`src/pong_macros.svh`:
```
`ifndef PONG_MACROS_SVH
`define PONG_MACROS_SVH

// display geometry
`define SCREEN_W 320
`define SCREEN_H 240

// object sizes in pixels
`define BALL_W 4
`define BALL_H 4
`define PADDLE_W 5
`define PADDLE_H 40

// left paddle column, the right one sits flush with the right edge
`define PADDLE_LEFT_X 2

// clock cycles per frame, small for simulation
`define FRAME_CYCLES 2000

// highest score before the counters wrap
`define MAX_SCORE 7

`endif

```
`src/pong_pkg.sv`:
```
`include "pong_macros.svh"

package pong_pkg;

	// widths sized to hold the full screen extent
	typedef logic [$clog2(`SCREEN_W + 1) - 1:0] x_coord_t;
	typedef logic [$clog2(`SCREEN_H + 1) - 1:0] y_coord_t;

	// 3-bit rgb
	typedef logic [2:0] colour_t;

	typedef logic [$clog2(`MAX_SCORE + 1) - 1:0] score_t;

	// one pixel write to the display
	typedef struct packed {
		x_coord_t x;
		y_coord_t y;
		colour_t colour;
	} pixel_t;

	// rectangle fill request for the rasterizer
	typedef struct packed {
		x_coord_t x;
		y_coord_t y;
		x_coord_t w;
		y_coord_t h;
		colour_t colour;
	} box_job_t;

	// object positions as shown by the game
	typedef struct packed {
		x_coord_t ball_x;
		y_coord_t ball_y;
		y_coord_t left_y;
		y_coord_t right_y;
	} scene_t;

endpackage

```
`src/box_raster.sv`:
```
`timescale 1ns/1ps

module box_raster import pong_pkg::*; (
	input logic clk,
	input logic resetn,
	input logic job_start,
	input box_job_t job,
	output pixel_t pixel,
	output logic plot,
	output logic done
);

	box_job_t job_q;
	box_job_t cur_job;
	x_coord_t col;
	y_coord_t row;
	x_coord_t cur_col;
	y_coord_t cur_row;
	logic active;
	logic emit;
	logic last_px;
	logic last_q;

	// a fresh start overrides whatever box is in flight
	assign cur_job = job_start ? job : job_q;
	assign cur_col = job_start ? '0 : col;
	assign cur_row = job_start ? '0 : row;
	assign emit = job_start | active;
	assign last_px = (cur_col == cur_job.w - 1'b1) && (cur_row == cur_job.h - 1'b1);

	// control
	always_ff @(posedge clk) begin
		if (!resetn) begin
			active <= 1'b0;
			plot <= 1'b0;
			last_q <= 1'b0;
			done <= 1'b0;
		end else begin
			plot <= emit;
			last_q <= emit & last_px;
			done <= last_q & ~job_start;
			if (emit)
				active <= ~last_px;
		end
	end

	// datapath, row-major walk from the top-left corner
	always_ff @(posedge clk) begin
		if (job_start)
			job_q <= job;
		if (emit) begin
			pixel.x <= cur_job.x + cur_col;
			pixel.y <= cur_job.y + cur_row;
			pixel.colour <= cur_job.colour;
			if (cur_col == cur_job.w - 1'b1) begin
				col <= '0;
				row <= cur_row + 1'b1;
			end else begin
				col <= cur_col + 1'b1;
				row <= cur_row;
			end
		end
	end

endmodule

```
`src/frame_timer.sv`:
```
`timescale 1ns/1ps
`include "pong_macros.svh"

module frame_timer (
	input logic clk,
	input logic resetn,
	input logic enable,
	output logic frame_tick
);

	localparam int unsigned CNT_W = $clog2(`FRAME_CYCLES);

	logic [CNT_W-1:0] count;

	// counts down only while enabled, tick on the cycle after zero is seen
	always_ff @(posedge clk) begin
		if (!resetn) begin
			count <= CNT_W'(`FRAME_CYCLES - 1);
			frame_tick <= 1'b0;
		end else begin
			frame_tick <= 1'b0;
			if (enable) begin
				if (count == '0) begin
					count <= CNT_W'(`FRAME_CYCLES - 1);
					frame_tick <= 1'b1;
				end else begin
					count <= count - 1'b1;
				end
			end
		end
	end

endmodule

```
`src/pong_render_top.sv`:
```
`timescale 1ns/1ps

module pong_render_top import pong_pkg::*; (
	input logic clk,
	input logic resetn,
	input logic enable,
	input logic lhs_scored,
	input logic rhs_scored,
	input colour_t colour,
	input scene_t scene,
	output pixel_t pixel,
	output logic plot,
	output score_t lhs_score,
	output score_t rhs_score
);

	logic frame_tick;
	logic score_event;
	logic job_start;
	logic raster_done;
	box_job_t job;

	frame_timer u_frame_timer (
		.clk(clk),
		.resetn(resetn),
		.enable(enable),
		.frame_tick(frame_tick)
	);

	score_keeper u_score_keeper (
		.clk(clk),
		.resetn(resetn),
		.lhs_scored(lhs_scored),
		.rhs_scored(rhs_scored),
		.lhs_score(lhs_score),
		.rhs_score(rhs_score),
		.score_event(score_event)
	);

	render_sequencer u_render_sequencer (
		.clk(clk),
		.resetn(resetn),
		.frame_tick(frame_tick),
		.score_event(score_event),
		.raster_done(raster_done),
		.colour(colour),
		.scene(scene),
		.job(job),
		.job_start(job_start)
	);

	// single rasterizer shared by every object and the blank
	box_raster u_box_raster (
		.clk(clk),
		.resetn(resetn),
		.job_start(job_start),
		.job(job),
		.pixel(pixel),
		.plot(plot),
		.done(raster_done)
	);

endmodule

```
`src/render_sequencer.sv`:
```
`timescale 1ns/1ps
`include "pong_macros.svh"

module render_sequencer import pong_pkg::*; (
	input logic clk,
	input logic resetn,
	input logic frame_tick,
	input logic score_event,
	input logic raster_done,
	input colour_t colour,
	input scene_t scene,
	output box_job_t job,
	output logic job_start
);

	typedef enum logic [3:0] {
		S_IDLE,
		S_LPAD_ERASE,
		S_LPAD_ERASE_WAIT,
		S_LPAD_DRAW,
		S_LPAD_DRAW_WAIT,
		S_RPAD_ERASE,
		S_RPAD_ERASE_WAIT,
		S_RPAD_DRAW,
		S_RPAD_DRAW_WAIT,
		S_BALL_ERASE,
		S_BALL_ERASE_WAIT,
		S_BALL_DRAW,
		S_BALL_DRAW_WAIT,
		S_BLANK,
		S_BLANK_WAIT
	} state_t;

	localparam x_coord_t RPAD_X = x_coord_t'(`SCREEN_W - `PADDLE_W);

	state_t state;
	state_t next_state;
	scene_t cur_scene;
	scene_t old_scene;
	colour_t draw_colour;

	always_comb begin
		next_state = state;
		// scoring wins over everything, even a blank in progress
		if (score_event) begin
			next_state = S_BLANK;
		end else begin
			case (state)
				S_IDLE: if (frame_tick) next_state = S_LPAD_ERASE;
				S_LPAD_ERASE: next_state = S_LPAD_ERASE_WAIT;
				S_LPAD_ERASE_WAIT: if (raster_done) next_state = S_LPAD_DRAW;
				S_LPAD_DRAW: next_state = S_LPAD_DRAW_WAIT;
				S_LPAD_DRAW_WAIT: if (raster_done) next_state = S_RPAD_ERASE;
				S_RPAD_ERASE: next_state = S_RPAD_ERASE_WAIT;
				S_RPAD_ERASE_WAIT: if (raster_done) next_state = S_RPAD_DRAW;
				S_RPAD_DRAW: next_state = S_RPAD_DRAW_WAIT;
				S_RPAD_DRAW_WAIT: if (raster_done) next_state = S_BALL_ERASE;
				S_BALL_ERASE: next_state = S_BALL_ERASE_WAIT;
				S_BALL_ERASE_WAIT: if (raster_done) next_state = S_BALL_DRAW;
				S_BALL_DRAW: next_state = S_BALL_DRAW_WAIT;
				S_BALL_DRAW_WAIT: if (raster_done) next_state = S_IDLE;
				S_BLANK: next_state = S_BLANK_WAIT;
				S_BLANK_WAIT: if (raster_done) next_state = S_IDLE;
				default: next_state = S_IDLE;
			endcase
		end
	end

	always_ff @(posedge clk) begin
		if (!resetn)
			state <= S_IDLE;
		else
			state <= next_state;
	end

	// snapshots taken when a frame starts, old one starts from zero
	always_ff @(posedge clk) begin
		if (!resetn) begin
			cur_scene <= '0;
		end else if (state == S_IDLE && frame_tick && !score_event) begin
			cur_scene <= scene;
		end
	end

	always_ff @(posedge clk) begin
		if (state == S_IDLE && frame_tick && !score_event) begin
			old_scene <= cur_scene;
			draw_colour <= colour;
		end
	end

	assign job_start = (state == S_LPAD_ERASE) || (state == S_LPAD_DRAW) ||
		(state == S_RPAD_ERASE) || (state == S_RPAD_DRAW) ||
		(state == S_BALL_ERASE) || (state == S_BALL_DRAW) ||
		(state == S_BLANK);

	// full-screen black unless an object step is starting
	always_comb begin
		job.x = '0;
		job.y = '0;
		job.w = x_coord_t'(`SCREEN_W);
		job.h = y_coord_t'(`SCREEN_H);
		job.colour = '0;
		case (state)
			S_LPAD_ERASE, S_LPAD_DRAW: begin
				job.x = x_coord_t'(`PADDLE_LEFT_X);
				job.w = x_coord_t'(`PADDLE_W);
				job.h = y_coord_t'(`PADDLE_H);
				job.y = (state == S_LPAD_ERASE) ? old_scene.left_y : cur_scene.left_y;
				job.colour = (state == S_LPAD_ERASE) ? colour_t'(0) : draw_colour;
			end
			S_RPAD_ERASE, S_RPAD_DRAW: begin
				job.x = RPAD_X;
				job.w = x_coord_t'(`PADDLE_W);
				job.h = y_coord_t'(`PADDLE_H);
				job.y = (state == S_RPAD_ERASE) ? old_scene.right_y : cur_scene.right_y;
				job.colour = (state == S_RPAD_ERASE) ? colour_t'(0) : draw_colour;
			end
			S_BALL_ERASE: begin
				job.x = old_scene.ball_x;
				job.y = old_scene.ball_y;
				job.w = x_coord_t'(`BALL_W);
				job.h = y_coord_t'(`BALL_H);
			end
			S_BALL_DRAW: begin
				job.x = cur_scene.ball_x;
				job.y = cur_scene.ball_y;
				job.w = x_coord_t'(`BALL_W);
				job.h = y_coord_t'(`BALL_H);
				job.colour = draw_colour;
			end
			default: ;
		endcase
	end

endmodule

```
`src/score_keeper.sv`:
```
`timescale 1ns/1ps
`include "pong_macros.svh"

module score_keeper import pong_pkg::*; (
	input logic clk,
	input logic resetn,
	input logic lhs_scored,
	input logic rhs_scored,
	output score_t lhs_score,
	output score_t rhs_score,
	output logic score_event
);

	logic lhs_held;
	logic rhs_held;
	logic lhs_rise;
	logic rhs_rise;

	// a level only counts once until it drops again
	assign lhs_rise = lhs_scored & ~lhs_held;
	assign rhs_rise = rhs_scored & ~rhs_held;

	always_ff @(posedge clk) begin
		if (!resetn) begin
			lhs_held <= 1'b0;
			rhs_held <= 1'b0;
			lhs_score <= '0;
			rhs_score <= '0;
			score_event <= 1'b0;
		end else begin
			lhs_held <= lhs_scored;
			rhs_held <= rhs_scored;
			score_event <= lhs_rise | rhs_rise;
			// left wins a tie, the right edge is dropped
			if (lhs_rise) begin
				if (lhs_score == score_t'(`MAX_SCORE))
					lhs_score <= '0;
				else
					lhs_score <= lhs_score + 1'b1;
			end else if (rhs_rise) begin
				if (rhs_score == score_t'(`MAX_SCORE))
					rhs_score <= '0;
				else
					rhs_score <= rhs_score + 1'b1;
			end
		end
	end

endmodule

```
`config.mk`:
```
export PLATFORM = sky130hd
export DESIGN_NAME = pong_render_top
export DESIGN_NICKNAME = d
export VERILOG_FILES = /design/src/pong_pkg.sv /design/src/box_raster.sv /design/src/frame_timer.sv /design/src/pong_render_top.sv /design/src/render_sequencer.sv /design/src/score_keeper.sv
export VERILOG_INCLUDE_DIRS = /design/src
export SDC_FILE = /design/constraint.sdc
export NUM_CORES = 1
export LEC_CHECK = 0
export BUFFER_PORTS_ARGS = -buffer_cell sky130_fd_sc_hd__buf_2
export CORE_MARGIN = 2
export CORE_UTILIZATION = 30
export CTS_BUF_LIST = sky130_fd_sc_hd__clkbuf_8 sky130_fd_sc_hd__clkbuf_16
export CTS_CLUSTER_SIZE = 10
export DETAILED_ROUTE_END_ITERATION = 8
export PLACE_DENSITY = 0.58
export SLEW_MARGIN = 15
export SYNTH_ARGS = -nofsm -noshare
export SYNTH_HDL_FRONTEND = slang
export SYNTH_HIERARCHICAL = 1
export SYNTH_SLANG_ARGS = --single-unit
```
`constraint.sdc`:
```
create_clock -name clk -period 5.25 [get_ports clk]
set_input_delay 0.2625 -clock clk [delete_from_list [all_inputs] [get_ports clk]]
set_output_delay 0.2625 -clock clk [all_outputs]
set_load 0.02 [all_outputs]
```
* After elaboration in Yosys (flattened, before gate mapping)
Cells that the tools add are included.
** Operators by class
- Add/subtract/negate cells :: 9
- Muxes and demuxes :: 23
- Reduce and logical (&&, ||, !) cells :: 20
- Bitwise gates (word level) :: 12
- Equal/unequal tests :: 32
** Operators with widths (number)
- one-hot mux 34 bit (4 select lines) :: 1
- one-hot mux 4 bit (14 select lines) :: 1
- 2-to-1 mux 37 bit :: 1
- 2-to-1 mux 4 bit :: 8
- 2-to-1 mux 8 bit :: 4
- equality test 4 bit, second input constant :: 7
- equality test 4 x 3 -> 1 bit, second input constant :: 4
- inequality test 3 x 2 -> 1 bit, second input constant :: 5
- AND reduction 7 bit :: 2
- 2-to-1 mux 3 bit :: 4
- inequality test 2 x 1 -> 1 bit, second input constant :: 6
- logical NOT 11 bit :: 1
- 2-to-1 mux 11 bit :: 1
- subtractor 11 x 1 -> 11 bit, second input constant :: 1
- adder 9 x 1 -> 9 bit, second input constant :: 1
- adder 9 bit :: 1
- equality test 9 bit :: 1
- 2-to-1 mux 9 bit :: 1
- one-hot mux 3 bit (3 select lines) :: 1
- subtractor 9 x 1 -> 9 bit, second input constant :: 1
- adder 8 x 1 -> 8 bit, second input constant :: 1
- adder 8 bit :: 1
- equality test 4 x 2 -> 1 bit, second input constant :: 2
- equality test 8 bit :: 1
- 17 further kinds :: 39
** Storage, ports and cells
- Input port bits :: 41
- Word-level logic and storage cells :: 128
- Flip-flop bits (word level) :: 172
- Output and inout port bits :: 27

* Depth between registers and ports, before layout
Gate-level depths: netlist of the first run.
- Depth after elaboration :: 12
- Mapped depth :: 22
- Gate-level depth less buffers :: 14

* Hierarchy
Netlist of the first run, hierarchy kept.
** Modules (own cells, without submodules)
- box_raster :: sequential area each 1931.9 um^2, cells an instance 384, area an instance 4145.2 um^2, times used 1
- render_sequencer :: sequential area each 1821.7 um^2, cells an instance 307, area an instance 3393.3 um^2, times used 1
- frame_timer :: sequential area each 240.2 um^2, cells an instance 62, area an instance 580.6 um^2, times used 1
- score_keeper :: sequential area each 180.2 um^2, cells an instance 40, area an instance 401.6 um^2, times used 1

* Least setup slack after synthesis of the first run
No wires, ideal clock.
- Path type :: register -> register
- Start point :: register u_render_sequencer.state[0]
- End point :: register u_box_raster.row[7] (data pin)
- Path slack :: 0.267 ns
- Stages on the path, launching flop included :: 22
- Arrival :: 4.729 ns
- Buffers on the path :: 9
- Setup time :: 0.255 ns
- Path through :: dfxtp_1 -> clkbuf_1 -> a21boi_1 -> inv_2 -> o21ai_0 -> buf_6 -> buf_6 -> buf_2 -> buf_2 -> buf_2 -> buf_2 -> buf_2 -> mux2i_1 -> ha_1 -> or4b_2 -> o2bb2ai_1 -> xnor2_1 -> nand3_1 -> nor4b_2 -> buf_6 -> a31oi_1 -> o21ba_1
** RTL lines
- from (decl) :: RTL line render_sequencer.sv:36 : state_t state;
- from (signal assigned) :: RTL line render_sequencer.sv:73 : state <= next_state;
- to (signal assigned) :: RTL line box_raster.sv:57 : row <= cur_row + 1'b1;
- to (signal assigned) :: RTL line box_raster.sv:60 : row <= cur_row;
- to (decl) :: RTL line box_raster.sv:16 : y_coord_t row;

==> results.md, run 1 <==
* Status: complete, no violations
* Worst reg-to-reg setup slack at 0.69 ns
* Most numerous cell in the Yosys netlist: nand2_1
* # nets final at 909
* Skew-Pair Late Insertion Delay at 0.43 ns
* Max Fanout on Critical Path at 24
* Number of setup buffers added after CTS at 0
* Max stage delay on crit path at 0.76 ns
* CP arrival at 4.75 ns
* Final Skew at 0.01345 ns
* Largest net degree at the start of global routing at 87
* Routed Antenna Nets at 0
* Crit path kind: flop to flop
* Min Tclk post-route at 4.565 ns
* Post-synth top flop: dfxtp_1
* Vias in the first global route at 5407
* Worst path cell trace: a21boi_1 > inv_2 > o21ai_4 > mux2i_1 > ha_1 > or4b_2 > o2bb2ai_1 > xnor2_1 > nand3_1 > nor4b_2 > buf_4 > a31oi_1 > o21ba_1
* Hold path cells at 1
* CTS tree: built
* Row count at 61
* Die H at 172.5 um
* P_leak at 0.003672 uW
* Avg Cell Area, Syn at 10.74 um^2
* Sequential element share of the synthesized area at 48.99%
* Rel. slew slack at 31.61%
* Crit-path slowest cell: a21boi_1
* Worst Hold Launch: colour[2]
* Hold WS at 0.01595 ns
* IO buf count at 67
* Buf/Inv on CP at 2
* Dominant cells by area after synthesis: edfxtp_1 (26%), dfxtp_1 (23%), mux2i_1 (9.4%)
* DRC at 0
* Bufs on Longest Clock Path at 2
* WL per Instance at 13.92 um
* Mapped Cells at 793
* Ports at 68
* Dpl cells at 1200
* Worst Hold Endpoint: u_render_sequencer/draw_colour[2]
* Yosys top cell area share at 25.73%
* Pwr Density at 356.2 mW/mm^2
* FF-to-FF Start: u_render_sequencer/state[0]
* First-pass GRT wire length at 28200 um
* First drt pass iteration count at 4
* Starting Density at 30.59%
* Final hold vios at 0
* Via/cell ratio at 4.511
* GP Congestion at 0.8194
* Root buf cell: clkbuf_16
* Synth Warn # at 6
* Initial antenna violation count at 0
* Reg2reg end: u_box_raster/row[7]
* Worst setup SP type: flop
* Yosys cell types at 71
* Placed Area at 0.009080 mm^2
* RSZ-0062 raised after global routing: false
* Yosys top cell by area: edfxtp_1
* Flops & latches, synth at 172
* Sum of negative setup slack at 0 ns
* Total global-route track usage at 11.77%
* VDD IR-drop max at 0.0002495 V
* Final wirelength at 17150 um
* Final worst path period share at 86.94%
* Die Area at 0.02977 mm^2
* Congestion Overflow GR at 0
* Design area at 0.009698 mm^2
* Crit. End Element: flop
* H-tree levels at 4
* CTS Hold Bufs at 0
* CTS Sinks at 172
* ANT cells at 0
* Share of layout cells above drive strength 1 at 17.21%
* Post-DP HPWL at 11610 um
* Post_cts resized at 0
* Die Wd at 172.5 um
* Via count at 5557
* Reg2Reg Depth at 13
* CTS clk-pin slew, worst paths at 0.06 ns
* Inserted Clock Buffers at 17
* Required time of the critical path at 5.43 ns
* Peak Freq at 0.2191 GHz
* Final Util at 34.81%
* Post-Synthesis Cell Area at 0.008521 mm^2
* Max cap viols at 0
* Worst hold path type: input port to flop
* Top post-synthesis cells by count: nand2_1 (100), dfxtp_1 (99), mux2i_1 (80)
* FFs w/ async S/R, synth at 0%
* Number of synthesized flops with an enable pin at 73
* Worst Max-Slew Pin Slew at 1.026 ns
* Syn-to-layout area delta at 13.82%
* # setup viols final at 0
* Iteration-0 DRC count of the detailed router at 292
* Pins Over Slew Limit at 0
* Delay-heaviest family, CP: compound AO/OA/AOI/OAI gates
* Non-Filler Instances at 1232
* Core area at 0.02786 mm^2
-- layout by cell type (no fill, tap or decap), types with 5 or more instances in the layout --
cell type,n
buf_2,67
o21ai_1,10
xnor2_1,41
o21ai_0,29
conb_1,7
nor2_1,27
buf_4,6
nand3_1,15
a31oi_1,6
nand2_1,100
nand2b_1,11
mux2_2,21
inv_1,39
edfxtp_1,73
nor3_1,15
nor2b_1,14
nor3b_1,5
a21oi_1,16
or3_1,6
ha_1,25
dfxtp_1,98
o22a_1,7
xor2_1,18
a21boi_1,5
clkbuf_16,21
o21a_1,6
mux2i_1,80
-- per-stage QoR --
| step | total power [uW] | setup WS [ns] |
|---|---|---|
| after floorplan | 2059 | 0.2668 |
| after global routing | 3625 | 0.2615 |
| after global placement | 2204 | 0.7827 |
| final | 3454 | 0.6854 |
| after CTS | 3494 | 0.6757 |
| after detailed placement | 2206 | 0.6830 |
-- flip-flops by register name (all words and copies together), names as in the netlist, 3 cells and up --
| signal | flops |
|---|---|
| u_box_raster/col | 9 |
| u_box_raster/job_q | 37 |
| u_box_raster/pixel | 20 |
| u_box_raster/row | 8 |
| u_frame_timer/count | 11 |
| u_render_sequencer/cur_scene | 33 |
| u_render_sequencer/draw_colour | 3 |
| u_render_sequencer/old_scene | 33 |
| u_render_sequencer/state | 4 |
| u_score_keeper/lhs_score | 3 |
| u_score_keeper/rhs_score | 3 |
-- layout make-up --
class,instances,area (um^2)
Sequential cell,172,4175
Multi-Input combinational cell,538,3889
Clock buffer,24,566.8
Clock inverter,8,51.30
Fill cell,2807,18160
Inverter,38,142.6
Tap cell,378,473.0
Timing Repair Buffer,74,400.4
-- cell families after synthesis --
logic type	Yosys count	share of synthesized area [%]
AOI/OAI and AO/OA	101	7.357
DFF	172	48.99
buffers and inverters	89	5.844
and+or+nand+nor	242	15.13
other	1	0.04401
adders and majority gates	27	4.141
xor gates and xnor gates	59	6.065
muxes	102	12.44
-- worst reg2reg max path, stage by stage (launching register included) --
cell and delay [ns]:
dfxtp_1 0.58, a21boi_1 0.76, inv_2 0.22, o21ai_4 0.34, mux2i_1 0.32, ha_1 0.26
or4b_2 0.59, o2bb2ai_1 0.20, xnor2_1 0.14, nand3_1 0.10, nor4b_2 0.22, buf_4 0.29
a31oi_1 0.13, o21ba_1 0.19
-- worst max path at each step --
stage / from / to / depth (start not counted)
final: u_render_sequencer/state[0] / u_box_raster/row[7] / 13
after global routing: u_render_sequencer/state[0] / u_box_raster/row[5] / 13
after CTS: u_render_sequencer/state[0] / u_box_raster/row[7] / 13
after detailed placement: u_render_sequencer/state[0] / u_box_raster/row[7] / 13
after global placement: u_render_sequencer/state[0] / u_box_raster/row[7] / 13
after floorplan: u_render_sequencer/state[0] / u_box_raster/row[7] / 21
-- per-layer routing --
metal  GRT usage (%)  vias up  routed length [um]
met5               0        -                   0
met2           18.57       96                7810
li1                -     2840                   -
met1           15.77     2608                8399
met4           3.561        0                 190
met3           3.166       13                 745
-- report_power, final --
group	switching, uW	internal, uW	total, uW
sequential	72.9	1510	1580
combinational	335	258	594
clock	522	756	1280
total	930	2520	3450
(Power assumes the default switching activity.)
==> inputs of run 2 (changes only) <==
SYNTH_HIERARCHICAL = default   (was 1)
==> run 2 against run 1 <==
Effect of this change:
- area after synthesis down 6.7%
- via count rose by 1.3%
- worst setup slack gained 0.48 ns
- register-to-register slack better by 0.48 ns
- die area shrank 6.6%
- sequential share of layout area grew 2.2 points
- utilization increased by 0.57 points
- critical path depth decreased by 1
- sequential cell count did not move
- highest routed layer unchanged
- sequential power about the same
==> results.md, run 2 <==
* Initial antenna violation count at 0 (unchanged)
* Combinational Power Share at 16.0% (-1.2 points)
* # nets final at 902 (-0.77%)
* P_leak at 0.003492 uW (-4.9%)
* RSZ-0062 raised after global routing: false
* Skew-Pair Late Insertion Delay at 0.42 ns (about the same)
* Via/cell ratio at 4.759 (+5.5%)
* Switching Power at 891.4 uW (-4.2%)
* DRC at 0 (unchanged)
* Ports at 68 (unchanged)
* Bufs on Longest Clock Path at 2 (unchanged)
* Worst Max-Slew Pin Slew at 0.9767 ns (-0.04926 ns)
* Net count after synthesis at 842
* Mapped Cells at 775 (-2.3%)
* CTS Hold Bufs at 2 (+2)
* CTS tree: built
* Routed Antenna Nets at 0 (unchanged)
* Root buf cell: clkbuf_16
* Post_cts resized at 0 (unchanged)
* FF/Latch Area at 0.004174 mm^2 (about the same)
* Busiest grt layer: met2
* CTS Sinks at 172 (unchanged)
* Non-Filler Instances at 1183 (-4.0%)
* Via count at 5630 (+1.3%)
* Final Skew at 0.008279 ns (-0.005173 ns)
* Sum of negative setup slack at 0 ns (unchanged)
* Peak Freq at 0.2451 GHz (+12%)
* Most frequent cells in the layout: nand2_1 (112), dfxtp_1 (99), edfxtp_1 (73), buf_2 (67), nor2_1 (52)
* CP arrival at 4.24 ns (-0.51 ns)
* Die Area at 0.02781 mm^2 (-6.6%)
* Flops & latches, synth at 172 (unchanged)
* Pwr Density at 364.7 mW/mm^2 (+2.4%)
* Crit. End Element: flop
* First-pass GRT wire length at 28630 um (+1.5%)
* Largest net degree at the start of global routing at 55 (-37%)
* Final hold vios at 0 (unchanged)
* WL per Instance at 14.92 um (+7.2%)
* Die Wd at 166.8 um (-3.3%)
* Congestion Overflow GR at 0 (unchanged)
* Status: complete, no violations
* Iteration-0 DRC count of the detailed router at 492 (+68%)
* Most numerous cell in the Yosys netlist: nand2_1
* Dominant cells by area after synthesis: edfxtp_1 (28%), dfxtp_1 (25%), nand2_1 (5.3%)
* ANT cells at 0 (unchanged)
* FFs w/ async S/R, synth at 0% (unchanged)
* Post-synth top flop: dfxtp_1
* Worst path cell trace: clkinv_1 > nand2_1 > o21ai_0 > a221oi_1 > inv_1 > ha_1 > a21o_1 > a21oi_1 > o21bai_1 > a21oi_1 > o21ai_0 > xnor3_1
* Syn-to-layout area delta at 16.01%
* Pins Over Slew Limit at 0 (unchanged)
* Fillers at 2606 (-7.2%)
* Final worst path period share at 77.73% (-9.2 points)
* Yosys top cell area share at 27.58% (+1.9 points)
* Rel. slew slack at 34.89% (+3.3 points)
* GP Congestion at 0.8560 (+4.5%)
* Avg Cell Area, Syn at 10.26 um^2 (-4.5%)
* Leading registers by flop count: u_box_raster.job_q (37), u_render_sequencer.cur_scene (33), u_render_sequencer.old_scene (33)
* Worst hold path type: input port to flop
* Yosys top cell by area: edfxtp_1
* Sequential Power Share at 46.6% (+0.8 points)
* H-tree levels at 4 (unchanged)
* Sw Share at 26.50% (-0.43 points)
* Post-DP HPWL at 12340 um (+6.3%)
* Total global-route track usage at 12.88% (+1.1 points)
* Clock Power Share at 37.3% (+0.3 points)
* Top post-synthesis cells by count: nand2_1 (112), dfxtp_1 (99), edfxtp_1 (73)
* Worst setup SP type: flop
* IO buf count at 67 (unchanged)
* Share of layout cells above drive strength 1 at 14.15% (-3.1 points)
* Placed Area at 0.008593 mm^2 (-5.4%)
* Most common cell after layout, fill and taps aside: nand2_1
* Max cap viols at 0 (unchanged)
* VDD IR-drop max at 0.0002409 V (-3.4%)
* CTS clk-pin slew, worst paths at 0.06 ns (about the same)
* Number of setup buffers added after CTS at 0 (unchanged)
* Met2 usage at 19.74% (+1.2 points)
* Final Util at 35.39% (+0.57 points)
* Dpl cells at 1149 (-4.3%)
* Grt met1 use at 18.24% (+2.5 points)
* Synth Warn # at 0 (-6)
* Crit-path slowest cell: dfxtp_1
* First drt pass iteration count at 5 (+1)
* Max reg flops at 37 (unchanged)
* Sequential element share of the synthesized area at 52.51% (+3.5 points)
* Cell Int Power at 2472 uW (-2.1%)
* Design area at 0.009221 mm^2 (-4.9%)
* Worst reg-to-reg setup slack at 1.17 ns (+0.48 ns)
* Core area at 0.02606 mm^2 (-6.5%)
* Required time of the critical path at 5.41 ns (-0.02 ns)
* Die H at 166.8 um (-3.3%)
* Multi-input gate area at 0.003477 mm^2 (-11%)
* Min Tclk post-route at 4.081 ns (-0.4838 ns)
* Max stage delay on crit path at 0.90 ns (+0.14 ns)
* Number of synthesized flops with an enable pin at 73 (unchanged)
* Biggest register: u_box_raster.job_q
* # setup viols final at 0 (unchanged)
* Row count at 59 (-3.3%)
* Met3 usage at 2.448% (-0.72 points)
* Final wirelength at 17650 um (+3.0%)
* Post-Synthesis Cell Area at 0.007949 mm^2 (-6.7%)
* Inserted Clock Buffers at 17 (unchanged)
* Yosys cell types at 68 (-4.2%)
* Max Fanout on Critical Path at 24 (unchanged)
* Vias in the first global route at 5294 (-2.1%)
* Crit path kind: flop to flop
* Starting Density at 30.50% (-0.082 points)
-- run 2: changes by cell type after synthesis, moves of 12 or more --
cell / change
mux2i_1: -58
a21boi_0: +34
nor2_1: +25
a21oi_1: +20
mux2_2: -20
and2_1: +18
clkbuf_1: +12
nand2_1: +12
-- run 2: layout make-up --
cell class                      count  share of cell area (%)
Inverter                           36                   1.465
Timing Repair Buffer               76                   4.423
Sequential cell                   172                   45.26
Tap cell                          335                   4.545
Clock buffer                       24                   6.024
Multi-Input combinational cell    532                   37.71
Clock inverter                      8                  0.5699
-- run 2: final timing paths --
| kind | endpoint | cells past startpoint | from |
|---|---|---|---|
| min | u_render_sequencer.draw_colour[0] | 1 | colour[0] |
| min reg2reg | u_box_raster.job_q[4] | 2 | u_box_raster.job_q[4] |
| max | u_box_raster.pixel[10] | 12 | u_render_sequencer.state[3] |
| max reg2reg | u_box_raster.pixel[10] | 12 | u_render_sequencer.state[3] |
-- run 2: power by group through the flow --
stage	combinational, uW	sequential (uW)	clock, uW
floorplan	379	1600	0
detailed placement	539	1590	0
global placement	532	1600	0
CTS	544	1570	1290
finish	539	1570	1260
global route	596	1580	1340
-- run 2: cell families (layout without fill, tap and decap cells) --
logic type,Yosys count,in the layout,share of synthesized area (%)
compound gates,161,161,14.12
xor+xnor,60,60,6.879
fa+ha+maj,26,26,4.281
buf+inv,71,144,3.778
flops,172,172,52.51
mux,23,23,2.912
simple gates,262,262,15.52
-- run 2: critical path, delay by kind of cell, from the launching register on --
kind	cells	cell delay (ns)
adders and majority gates	1	0.31
and+or+nand+nor	1	0.24
buffers and inverters	2	0.60
xor gates and xnor gates	1	0.34
AOI/OAI and AO/OA	7	1.44
DFF	1	0.90
-- run 2: layer usage --
layer	share of wire, %	vias up
met2	46	111
met5	0	-
met3	3.2	26
met4	1.6	0
met1	49	2669
li1	-	2824
-- run 2: stage by stage --
step	hold slack [ns]	setup WS, ns	power, uW
2_1_floorplan	0.3614	1.901	1983
3_3_place_gp	0.4421	1.341	2127
3_5_place_dp	0.4425	1.214	2133
4_1_cts	0.01300	1.194	3402
5_1_grt	0.02153	0.7409	3518
6_report	0.03662	1.169	3363
